==> src/design/soc_mem_pkg.sv <==
`default_nettype none

package soc_mem_pkg;

  //////////////////////////////
  // Address map
  //////////////////////////////

  // Main memory window, base plus offset mask
  localparam logic [31:0] RAM_BASE_ADDR = 32'h4000_0000;
  localparam logic [31:0] RAM_MASK_ADDR = 32'h0000_0FFF;
  localparam int          RAM_WORDS     = 1024;
  localparam int          RAM_ADDR_W    = 10;

  // 64-bit cycle timer, read as two halves
  localparam logic [31:0] TIMER_LO_ADDR = 32'h3000_0000;
  localparam logic [31:0] TIMER_HI_ADDR = 32'h3000_0004;

  //////////////////////////////
  // Latencies and rates
  //////////////////////////////

  localparam int RAM_LATENCY    = 16;
  localparam int RAM_LAT_W      = $clog2(RAM_LATENCY);
  localparam int CLKS_PER_BIT   = 16;
  localparam int BAUD_CNT_W     = $clog2(CLKS_PER_BIT);
  // Word counts above this are clamped by the loader
  localparam int LOAD_MAX_WORDS = RAM_WORDS;
  localparam int LOAD_CNT_W     = $clog2(LOAD_MAX_WORDS + 1);

  //////////////////////////////
  // Bus and port structs
  //////////////////////////////

  typedef struct packed {
    logic        valid;
    logic [3:0]  wstrb;
    logic [31:0] addr;
    logic [31:0] wdata;
  } iomem_req_t;

  typedef struct packed {
    logic        ready;
    logic [31:0] rdata;
  } iomem_rsp_t;

  // Word-addressed request into main memory
  typedef struct packed {
    logic                  rd_en;
    logic [3:0]            wstrb;
    logic [RAM_ADDR_W-1:0] addr;
    logic [31:0]           wdata;
  } ram_port_t;

  // Full-word write from the program loader
  typedef struct packed {
    logic                  we;
    logic [RAM_ADDR_W-1:0] addr;
    logic [31:0]           data;
  } load_wr_t;

endpackage

`default_nettype wire

==> src/design/prog_loader_fsm.sv <==
`timescale 1ns/1ps
`default_nettype none

module prog_loader_fsm (
  input  logic                  clk_i,
  input  logic                  rst_n,
  input  logic [7:0]            byte_i,
  input  logic                  byte_valid_i,
  output soc_mem_pkg::load_wr_t load_wr_o,
  output logic                  prog_mode_o,
  output logic                  sys_rst_n_o
);
  import soc_mem_pkg::*;

  typedef enum logic [2:0] {
    ST_IDLE,
    ST_CNT_LO,
    ST_CNT_HI,
    ST_DATA,
    ST_DONE
  } load_state_t;

  load_state_t           state_q;
  logic [15:0]           count_q;
  logic [LOAD_CNT_W-1:0] count_clamped;
  logic [LOAD_CNT_W-1:0] words_left_q;
  logic [RAM_ADDR_W-1:0] addr_q;
  logic [1:0]            byte_idx_q;
  logic [31:0]           word_q;
  logic                  we_q;
  logic                  prog_mode_q;
  logic                  sys_rst_n_q;

  assign count_clamped = (count_q > 16'(LOAD_MAX_WORDS)) ? LOAD_CNT_W'(LOAD_MAX_WORDS)
                                                         : LOAD_CNT_W'(count_q);

  //////////////////////////////
  // Control
  //////////////////////////////

  always_ff @(posedge clk_i) begin
    if (!rst_n) begin
      state_q      <= ST_IDLE;
      words_left_q <= '0;
      addr_q       <= '0;
      byte_idx_q   <= 2'd0;
      we_q         <= 1'b0;
      prog_mode_q  <= 1'b0;
      sys_rst_n_q  <= 1'b1;
    end else begin
      we_q <= 1'b0;
      if (we_q) begin
        addr_q <= addr_q + 1'b1;
      end
      case (state_q)
        ST_IDLE: begin
          // First byte of the stream takes over the system
          if (byte_valid_i) begin
            prog_mode_q <= 1'b1;
            sys_rst_n_q <= 1'b0;
            state_q     <= ST_CNT_LO;
          end
        end
        ST_CNT_LO: begin
          if (byte_valid_i) begin
            state_q <= ST_CNT_HI;
          end
        end
        ST_CNT_HI: begin
          words_left_q <= count_clamped;
          addr_q       <= '0;
          byte_idx_q   <= 2'd0;
          state_q      <= (count_clamped == '0) ? ST_DONE : ST_DATA;
        end
        ST_DATA: begin
          if (byte_valid_i) begin
            byte_idx_q <= byte_idx_q + 1'b1;
            if (byte_idx_q == 2'd3) begin
              we_q         <= 1'b1;
              words_left_q <= words_left_q - 1'b1;
              if (words_left_q == LOAD_CNT_W'(1)) begin
                state_q <= ST_DONE;
              end
            end
          end
        end
        default: begin
          prog_mode_q <= 1'b0;
          sys_rst_n_q <= 1'b1;
          state_q     <= ST_IDLE;
        end
      endcase
    end
  end

  // Count and word assembly, little endian
  always_ff @(posedge clk_i) begin
    if (byte_valid_i) begin
      case (state_q)
        ST_IDLE:   count_q[7:0]  <= byte_i;
        ST_CNT_LO: count_q[15:8] <= byte_i;
        ST_DATA:   word_q        <= {byte_i, word_q[31:8]};
        default: ;
      endcase
    end
  end

  assign load_wr_o.we   = we_q;
  assign load_wr_o.addr = addr_q;
  assign load_wr_o.data = word_q;
  assign prog_mode_o    = prog_mode_q;
  assign sys_rst_n_o    = sys_rst_n_q;

  a_write_in_prog_mode : assert property (
    @(posedge clk_i) disable iff (!rst_n) we_q |-> prog_mode_q
  ) else $error("loader write outside program mode");

endmodule

`default_nettype wire

==> config.mk <==
export PLATFORM = sky130hd
export DESIGN_NAME = prog_loader_fsm
export DESIGN_NICKNAME = d
export VERILOG_FILES = /design/src/design/soc_mem_pkg.sv /design/src/design/prog_loader_fsm.sv
export SDC_FILE = /design/constraint.sdc
export NUM_CORES = 1
export LEC_CHECK = 0
export BUFFER_PORTS_ARGS = -buffer_cell sky130_fd_sc_hd__buf_2
export CORE_MARGIN = 10
export CORE_UTILIZATION = 59
export DETAILED_ROUTE_END_ITERATION = 10
export HOLD_SLACK_MARGIN = 0.15
export PLACE_DENSITY = 0.84
export SLEW_MARGIN = 40
export SYNTH_ARGS = -nofsm -noshare
export SYNTH_HDL_FRONTEND = slang
export SYNTH_SLANG_ARGS = --single-unit
==> constraint.sdc <==
create_clock -name clk_i -period 7.1 [get_ports clk_i]
set_input_delay 1.065 -clock clk_i [delete_from_list [all_inputs] [get_ports clk_i]]
set_output_delay 1.065 -clock clk_i [all_outputs]
set_load 0.05 [all_outputs]
==> summary.md, run 1 <==
| Metric | Value |
|---|---|
| Outcome | finished, final reports clean |
| Syn Area/Cell | 12.2 µm² |
| Power per cell area | 258 nW/µm² |
| Maximum VDD drop | 185 µV |
| Final Power | 932 µW |
| # DRC | 0 |
| Netlist cell types | 53 |
| Setup slack, reg-to-reg | 4.99 ns |
| Worst Setup Path Type | reg2out |
| Die Y | 92.2 µm |
| Synth Instances | 251 |
| GRT overflow | 0 |
| Top cells by count, synth | 48 x edfxtp_1, 29 x dfxtp_1, 26 x nor2_1 |
| Area share of the largest cell type after synthesis | 0.469 |
| Worst-Skew Late Latency | 0.36 ns |
| Clock skew | 0.00817 ns |
| DR vias | 2207 |
| Post-layout nets | 322 |
| Max-slew headroom | 0.455 |
| Worst hold stages | 0 |
| DRT Wirelength | 6610 µm |
| CP Cell Sequence | buf_2 |
| Final hold vios | 0 |
| I/O pin count | 56 |
| Vias in the first global route | 2197 |
| Initial Util | 0.605 |
| Die area | 8490 µm² |
| Area delta synth->final | 17.6% |
| Largest net degree at the start of global routing | 33 |
| Critical Path Max Stage Delay | 0.44 ns |
| Max-cap viol count | 0 |
| Crit path max-delay family | flip-flops |
| Iter 0 DRT Violations | 196 |
| Crit path max-delay cell type | dfxtp_1 |
| Worst Hold Class | reg2reg |
| Hold Path Sink | word_q[16] |
| First-pass GRT wire length | 10900 µm |
| CTS tree | done |
| DP HPWL | 4680 µm |
| Reg2reg path depth | 4 |
| Syn_nets | 266 |
| Clock Tree Buf Depth | 2 |
| Critical path startpoint category | flip-flop |
| Postcts setup bufs | 0 |
| Top-count cell post-synth | edfxtp_1 |
| Sequential fraction of the synthesis area | 0.658 |
| Cell taking the most area after synthesis | edfxtp_1 |
| Synth async-reset ratio | 0 |
| Endpoints failing setup | 0 |
| Cell Area, Synth | 3070 µm² |
| Post-CTS sizing | 0 |
| Chip Width | 92.2 µm |
| Leak Pwr | 1.36 nW |
| #FFs+latches synth | 77 |
| CTS root buf | clkbuf_8 |
| Rows | 26 |
| Reg-to-Reg Start | state_q[0] |
| H-tree levels | 3 |
| Initial antenna violation count | 0 |
| Setup TNS Final | 0 ns |
| Hold Startpoint | word_q[24] |
| Largest fanout on the critical path | 6 |
| Number of flops mapped to enable cells by yosys | 48 |
| Clock Pin Slew Worst Setup and Hold Paths | 0.08 ns |
| First-pass DRT Iterations | 5 |
| Reg2reg end | words_left_q[7] |
| Setup crit end kind | output pin |
| Tmin final | 2.16 ns |
| Hold-fix buffers, CTS | 0 |
| PortBufs | 55 |
| Fin. max-slew vios | 0 |
| RSZ-0062 raised after global routing | false |
| Buf+Inv Stages, Crit Path | 1 |
| WP data required | 6.03 ns |
| CTS sink cnt | 77 |
| Synth Warn # | 0 |
| RePlAce Congestion | 0.841 |
| Tcrit/Tclk final | 0.304 |
| CTS Buf Count | 9 |
| Fmax | 463 MHz |
| Worst Tran Pin Value | 0.812 ns |
| Prevailing post-synth register cell | edfxtp_1 |
| Top cells by area, synth | edfxtp_1 47%, dfxtp_1 19%, nor2_1 3.2% |
| ANT cells | 0 |
| GRT Overall Usage | 0.161 |
| Avg WL per Cell | 17.3 µm |
| Antenna Violating Nets Remaining | 0 |
| Vias/cell | 5.78 |
| Layout cells sized above 1 | 0.266 |
| Core box area | 5070 µm² |
| Worst Path Arrival | 1.10 ns |
[flip-flops by register name, indices dropped and copies added, names as in the netlist]
signal	count
state_q	3
words_left_q	11
we_q	1
addr_q	10
count_q	16
byte_idx_q	2
sys_rst_n_o	1
prog_mode_o	1
word_q	32
[kinds of logic after synthesis]
kind of cell,count (synthesis),synth area share
AO/OA/AOI/OAI,44,0.0990
XOR/XNOR,10,0.0285
adder cells (fa/ha/maj),4,0.0163
buffers and inverters,16,0.0216
flip-flops,77,0.658
multiplexers,2,0.00692
AND/OR/NAND/NOR,98,0.169
[metal layers]
| layer | up-vias | part of all wire | track usage |
|---|---|---|---|
| met5 | - | 0 | 0 |
| met4 | 0 | 0.019 | 0.0578 |
| met3 | 11 | 0.088 | 0.0693 |
| met2 | 79 | 0.49 | 0.256 |
| met1 | 1056 | 0.40 | 0.190 |
| li1 | 1061 | - | - |
[cell type report]
cell class / count / area, µm²
Sequential cell: 77 / 2020
Fill cell: 371 / 1460
Multi-Input combinational cell: 158 / 1000
Timing Repair Buffer: 56 / 283
Clock buffer: 11 / 141
Tap cell: 70 / 87.6
Clock inverter: 5 / 58.8
Inverter: 5 / 18.8
[power by group]
group / total (mW) / switching, mW / internal (mW)
sequential: 0.511 / 0.0172 / 0.494
combinational: 0.0935 / 0.0636 / 0.0299
clock: 0.327 / 0.155 / 0.172
total: 0.932 / 0.236 / 0.697
[metrics by stage]
step	worst slack (ns)	hold slack (ns)	utilization	instances	cell area, µm²
6_report	4.94	0.443	0.712	382	3610
5_1_grt	4.67	0.461	0.712	382	3610
4_1_cts	4.92	0.448	0.712	382	3610
3_5_place_dp	4.60	0.426	0.672	366	3410
3_3_place_gp	4.35	0.424	0.669	366	3400
2_1_floorplan	3.86	0.459	-	251	3070
[worst max path at each step]
stage            startpoint         endpoint  cells after the start
6_report               we_q    load_wr_o[42]                      1
2_1_floorplan  byte_valid_i        word_q[0]                      3
4_1_cts                we_q    load_wr_o[42]                      1
3_5_place_dp   byte_valid_i  words_left_q[5]                      5
5_1_grt          state_q[1]  words_left_q[4]                      4
3_3_place_gp   byte_valid_i  words_left_q[5]                      5
[cells in the final DEF, fill, tap and decap left out, types with 2 or more instances in the layout]
master	synthesis	routed
clkbuf_8	0	10
a31oi_1	2	2
nor3_1	13	11
a22oi_1	3	3
nor2_1	26	25
o211ai_1	2	2
o21ai_0	9	9
and2_1	2	2
nand4b_1	2	2
or4_1	3	3
clkinvlp_4	0	2
xnor2_1	2	2
a21boi_0	2	2
or3_1	5	5
nand3_1	11	11
buf_2	2	55
and3_1	3	3
a21o_1	2	2
inv_1	4	4
nand2b_1	2	2
nor3_2	0	2
o221a_2	3	3
nand4_1	4	4
nor4_1	3	3
ha_1	4	4
and4_1	2	2
nand2_1	13	13
dfxtp_1	29	29
o21a_1	2	2
nand3b_1	2	2
edfxtp_1	48	48
a21oi_1	8	7
xor2_1	8	8
No activity file was read; power rests on OpenSTA's default activity.
==> inputs of run 2 (changes only) <==
Settings changed: CORE_UTILIZATION 59 to 49, PLACE_DENSITY 0.84 to 0.74.
Clock period 7.1 ns to 1.9 ns, I/O delays scaled along.
==> summary.md, run 2 (synthesized netlist as in run 1, its figures left out) <==
| Metric | Value |
|---|---|
| RePlAce Congestion | 0.885 (was 0.841) |
| Chip Width | 99.2 µm (was 92.2 µm) |
| DR vias | 2325 (was 2207) |
| Initial antenna violation count | 0 (unchanged) |
| PortBufs | 55 (unchanged) |
| DRT Wirelength | 6970 µm (was 6610 µm) |
| Fmax | 558 MHz |
| Post-layout nets | 342 (was 322) |
| Critical Path Max Stage Delay | 0.64 ns (was 0.44 ns) |
| Largest fanout on the critical path | 6 (unchanged) |
| Tcrit/Tclk final | 0.944 |
| I/O pin count | 56 (unchanged) |
| Crit path max-delay family | simple AND/OR/NAND/NOR gates (was flip-flops) |
| Setup slack, reg-to-reg | 0.11 ns (was 4.99 ns) |
| Worst hold stages | 1 (was 0) |
| Max-slew headroom | 0.677 (was 0.455) |
| Buf+Inv Stages, Crit Path | 0 (was 1) |
| Net Sw Frac | 0.243 (was 0.253) |
| CTS tree | done (unchanged) |
| Worst-Skew Late Latency | 0.35 ns (was 0.36 ns) |
| CP Cell Sequence | or4_1 > nor4_2 > or3_1 > a311oi_1 (was buf_2) |
| Area of the multi-input gates | 1010 µm² (was 1000 µm²) |
| GRT Overall Usage | 0.144 (was 0.161) |
| H-tree levels | 3 (unchanged) |
| WP data required | 2.12 ns (was 6.03 ns) |
| FF/Latch Area | 2020 µm² (about the same) |
| Final hold vios | 0 (unchanged) |
| Endpoints failing setup | 0 (unchanged) |
| GRT overflow | 0 (unchanged) |
| Clock Tree Buf Depth | 2 (unchanged) |
| Reg2reg path depth | 4 (unchanged) |
| Largest register FFs | 32 (unchanged) |
| Worst Path Arrival | 2.01 ns (was 1.10 ns) |
| Internal power | 2.88 mW (was 697 µW) |
| Largest net degree at the start of global routing | 33 (unchanged) |
| Reg2reg end | state_q[1] (was words_left_q[7]) |
| CTS Buf Count | 9 (unchanged) |
| CTS root buf | clkbuf_8 (unchanged) |
| Crit path max-delay cell type | or4_1 (was dfxtp_1) |
| Tmin final | 1.79 ns |
| Most frequent cells in the layout | 55 x buf_2, 48 x edfxtp_1, 27 x dfxtp_1 (was 55 x buf_2, 48 x edfxtp_1, 29 x dfxtp_1) |
| Iter 0 DRT Violations | 282 (was 196) |
| Worst Hold Class | in2reg (was reg2reg) |
| Hold Path Sink | word_q[24] (was word_q[16]) |
| Leak Pwr | 1.49 nW (was 1.36 nW) |
| Reg power frac | 0.500 (was 0.549) |
| Logic pwr share | 0.109 (was 0.100) |
| Vias/cell | 5.71 (was 5.78) |
| CTS sink cnt | 77 (unchanged) |
| Avg WL per Cell | 17.1 µm (was 17.3 µm) |
| Layout cells sized above 1 | 0.298 (was 0.266) |
| # DRC | 0 (unchanged) |
| ANT cells | 0 (unchanged) |
| Outcome | finished, final reports clean (unchanged) |
| Antenna Violating Nets Remaining | 0 (unchanged) |
| Final Power | 3.81 mW (was 932 µW) |
| Worst Setup Path Type | reg2reg (was reg2out) |
| Die area | 9840 µm² (was 8490 µm²) |
| Reg-to-Reg Start | words_left_q[6] (was state_q[0]) |
| Clock Pin Slew Worst Setup and Hold Paths | 0.08 ns (about the same) |
| Filler Cell Count | 438 (was 371) |
| Hold Startpoint | byte_i[0] (was word_q[24]) |
| Power per cell area | 988 nW/µm² (was 258 nW/µm²) |
| Area delta synth->final | 25.5% (was 17.6%) |
| First-pass DRT Iterations | 4 (was 5) |
| RSZ-0062 raised after global routing | false (unchanged) |
| Switching Power | 926 µW (was 236 µW) |
| Fin. max-slew vios | 0 (unchanged) |
| DP HPWL | 4870 µm (was 4680 µm) |
| Core box area | 5990 µm² (was 5070 µm²) |
| Power share of the clock group | 0.392 (was 0.351) |
| Clock skew | 0.00735 ns (was 0.00817 ns) |
| Most flops, register | word_q (unchanged) |
| Rows | 28 (was 26) |
| Max-cap viol count | 0 (unchanged) |
| Setup crit end kind | flip-flop (was output pin) |
| Die Y | 99.2 µm (was 92.2 µm) |
| Critical path startpoint category | flip-flop (unchanged) |
| First-pass GRT wire length | 11400 µm (was 10900 µm) |
| Initial Util | 0.513 (was 0.605) |
| Worst Tran Pin Value | 0.482 ns (was 0.812 ns) |
| Maximum VDD drop | 698 µV (was 185 µV) |
| Vias in the first global route | 2366 (was 2197) |
| Largest regs | word_q: 32 flops, count_q: 16 flops, words_left_q: 11 flops (unchanged) |
| Leading cell type in the layout, fill and taps excluded | buf_2 (unchanged) |
| Setup TNS Final | 0 ns (unchanged) |
==> run 2: worst max-delay path by stage <==
stage	depth (start not counted)	endpoint	slack, ns	from
6_report	4	state_q[1]	0.11	words_left_q[6]
5_1_grt	4	state_q[1]	0.003	words_left_q[6]
4_1_cts	6	words_left_q[8]	0.10	words_left_q[0]
3_5_place_dp	6	words_left_q[8]	0.12	words_left_q[0]
3_3_place_gp	6	words_left_q[6]	0.17	words_left_q[0]
2_1_floorplan	6	words_left_q[6]	0.13	words_left_q[0]
==> run 2: cell type report <==
| type | instances | share of cell area |
|---|---|---|
| clock inverter | 7 | 0.0315 |
| timing repair buffer | 76 | 0.120 |
| multi-input combinational | 158 | 0.262 |
| clock buffer | 9 | 0.0321 |
| inverter | 5 | 0.00487 |
| sequential | 77 | 0.525 |
| tap | 75 | 0.0243 |
==> run 2: power by group through the flow <==
stage                     Sequential, mW  Combinational [mW]  Clock (mW)
after floorplan                     1.98               0.212           0
after global placement              1.93               0.379           0
after detailed placement            1.94               0.387           0
after CTS                           1.90               0.402        1.51
after global routing                1.91               0.448        1.59
final                               1.90               0.414        1.49
==> run 2: routing by layer <==
layer | up-vias | part of all wire | GRT usage
met5 | - | 0 | 0
met4 | 0 | 0.020 | 0.0595
met3 | 18 | 0.090 | 0.0519
met2 | 100 | 0.47 | 0.234
met1 | 1106 | 0.42 | 0.169
li1 | 1101 | - | -
==> run 2: stage by stage <==
stage                     hold slack (ns)  worst slack [ns]  instances  area (µm²)  utilization
after detailed placement            0.429             0.118        384        3520        0.587
after CTS                           0.158             0.102        407        3830        0.640
final                               0.172             0.107        407        3850        0.643
after global placement              0.426             0.171        384        3520        0.587
after floorplan                     0.384             0.126        251        3080            -
after global routing                0.164           0.00318        407        3850        0.643
==> run 2: what timing repair did <==
item / 4_1_cts / 5_1_grt
setup buffers: 0 / 0
hold buffers: 7 / 0
endpoints found under the setup margin: 0 / 5
gates resized for setup: 0 / 5
endpoints found under the hold margin: 21 / 0
==> inputs of run 3 (changes only) <==
Settings changed: BUFFER_PORTS_ARGS -buffer_cell sky130_fd_sc_hd__buf_2 to not set, CORE_UTILIZATION 49 to 56, DONT_BUFFER_PORTS set to 1.
==> summary.md, run 3 (synthesized netlist as in run 1, its figures left out) <==
| Metric | Value |
|---|---|
| Outcome | finished, final reports clean (unchanged) |
| Fin. max-slew vios | 0 (unchanged) |
| Die Y | 94.1 µm (was 99.2 µm) |
| Vias/cell | 5.86 (was 5.71) |
| Leak Pwr | 1.28 nW (was 1.49 nW) |
| ANT cells | 0 (unchanged) |
| CP Cell Sequence | inv_1 > ha_1 > or4b_4 > or4_4 > nand3_1 > o221a_2 (was or4_1 > nor4_2 > or3_1 > a311oi_1) |
| Vias in the first global route | 2069 (was 2366) |
| Worst Tran Pin Value | 0.548 ns (was 0.482 ns) |
| CTS root buf | clkbuf_8 (unchanged) |
| Clock Tree Buf Depth | 2 (unchanged) |
| Core Util, Final | 0.690 (was 0.643) |
| # DRC | 0 (unchanged) |
| Worst hold stages | 2 (was 1) |
| Avg WL per Cell | 18.6 µm (was 17.1 µm) |
| Fmax | 550 MHz (was 558 MHz) |
| CTS tree | done (unchanged) |
| Area of the multi-input gates | 995 µm² (was 1010 µm²) |
| Die area | 8850 µm² (was 9840 µm²) |
| Reg2reg path depth | 6 (was 4) |
| Filler Cell Count | 399 (was 438) |
| Core box area | 5200 µm² (was 5990 µm²) |
| FF/Latch Area | 2020 µm² (about the same) |
| Iter 0 DRT Violations | 195 (was 282) |
| Maximum VDD drop | 672 µV (was 698 µV) |
| Endpoints failing setup | 0 (unchanged) |
| Reg-to-Reg Start | words_left_q[0] (was words_left_q[6]) |
| Initial antenna violation count | 0 (unchanged) |
| Hold Startpoint | byte_valid_i (was byte_i[0]) |
| Power per cell area | 937 nW/µm² (was 988 nW/µm²) |
| WP data required | 2.19 ns (was 2.12 ns) |
| Tcrit/Tclk final | 0.957 (was 0.944) |
| Critical Path Max Stage Delay | 0.49 ns (was 0.64 ns) |
| DRT Wirelength | 6690 µm (was 6970 µm) |
| Setup crit end kind | flip-flop (unchanged) |
| Max-slew headroom | 0.634 (was 0.677) |
| GRT overflow | 0 (unchanged) |
| Rows | 26 (was 28) |
| Final hold vios | 0 (unchanged) |
| Cell depth of the worst setup path | 6 (was 4) |
| Crit path max-delay cell type | or4b_4 (was or4_1) |
| Worst Path Arrival | 2.11 ns (was 2.01 ns) |
| Crit path max-delay family | simple AND/OR/NAND/NOR gates (unchanged) |
| First-pass DRT Iterations | 4 (unchanged) |
| CTS sink cnt | 77 (unchanged) |
| Antenna Violating Nets Remaining | 0 (unchanged) |
| Chip Width | 94.1 µm (was 99.2 µm) |
| Leading cell type in the layout, fill and taps excluded | edfxtp_1 (was buf_2) |
| Max-cap viol count | 0 (unchanged) |
| Hold WS | 0.185 ns (was 0.172 ns) |
| Largest net degree at the start of global routing | 33 (unchanged) |
| Initial Util | 0.590 (was 0.513) |
| Clock skew | 0.00615 ns (was 0.00735 ns) |
| Worst Hold Class | in2reg (unchanged) |
| Tmin final | 1.82 ns (was 1.79 ns) |
| RePlAce Congestion | 0.891 (was 0.885) |
| Buf+Inv Stages, Crit Path | 1 (was 0) |
| I/O pin count | 56 (unchanged) |
| RSZ-0062 raised after global routing | false (unchanged) |
| GRT Overall Usage | 0.158 (was 0.144) |
| Largest register FFs | 32 (unchanged) |
| Largest regs | word_q: 32 flops, count_q: 16 flops, words_left_q: 11 flops (unchanged) |
| Post-layout nets | 300 (was 342) |
| CTS Buf Count | 9 (unchanged) |
| Hold Path Sink | state_q[1] (was word_q[24]) |
| H-tree levels | 3 (unchanged) |
| Largest fanout on the critical path | 5 (was 6) |
| Reg2reg end | words_left_q[6] (was state_q[1]) |
| DP HPWL | 4790 µm (was 4870 µm) |
| PortBufs | 0 (was 55) |
| Most frequent cells in the layout | 48 x edfxtp_1, 28 x dfxtp_1, 25 x nor2_1 (was 55 x buf_2, 48 x edfxtp_1, 27 x dfxtp_1) |
| Critical path startpoint category | flip-flop (unchanged) |
| Setup TNS Final | 0 ns (unchanged) |
| Clock Pin Slew Worst Setup and Hold Paths | 0.08 ns (about the same) |
| Setup slack, reg-to-reg | 0.08 ns (was 0.11 ns) |
| First-pass GRT wire length | 10800 µm (was 11400 µm) |
| Worst-Skew Late Latency | 0.34 ns (was 0.35 ns) |
| Area delta synth->final | 16.9% (was 25.5%) |
| Most flops, register | word_q (unchanged) |
| Layout cells sized above 1 | 0.179 (was 0.298) |
| DR vias | 2109 (was 2325) |
| Worst Setup Path Type | reg2reg (unchanged) |
[run 3: power breakdown]
part	internal, mW	total (mW)	switching, mW
Sequential	1.85	1.96	0.114
Combinational	0.142	0.328	0.186
Clock	0.479	1.08	0.596
[run 3: how the worst max path moves through the flow]
stage                    startpoint         endpoint  slack [ns]
floorplan           words_left_q[0]  words_left_q[6]        0.13
global placement    words_left_q[2]  words_left_q[9]        0.15
detailed placement  words_left_q[0]  words_left_q[8]         0.1
CTS                 words_left_q[0]  words_left_q[8]        0.08
global route        words_left_q[0]  words_left_q[6]       0.002
finish              words_left_q[0]  words_left_q[6]        0.08
[run 3: per-layer routing]
layer / global-route usage / vias up / share of wire
met4: 0.0772 / 0 / 0.018
met5: 0 / - / 0
met2: 0.251 / 71 / 0.49
li1: - / 1018 / -
met3: 0.0528 / 12 / 0.082
met1: 0.186 / 1008 / 0.41
[run 3: final cells by class]
cell class | count | share of cell area
multi-input combinational | 158 | 0.277
tap | 70 | 0.0244
timing repair buffer | 34 | 0.0815
clock inverter | 7 | 0.0139
sequential | 77 | 0.563
clock buffer | 9 | 0.0345
inverter | 5 | 0.00523
[run 3: through the flow]
step	power (mW)	setup WS (ns)	cells	area, µm²
2_1_floorplan	2.19	0.126	251	3080
3_3_place_gp	2.28	0.151	334	3310
3_5_place_dp	2.29	0.0976	334	3310
4_1_cts	3.39	0.0787	360	3590
5_1_grt	3.50	0.00243	360	3590
6_report	3.36	0.0808	360	3590
[run 3: what timing repair did]
item / CTS / global route
hold endpoints to repair: 34 / 0
hold buffers: 10 / 0
gates resized for setup: 0 / 4
setup buffers: 0 / 0
endpoints found under the setup margin: 0 / 4
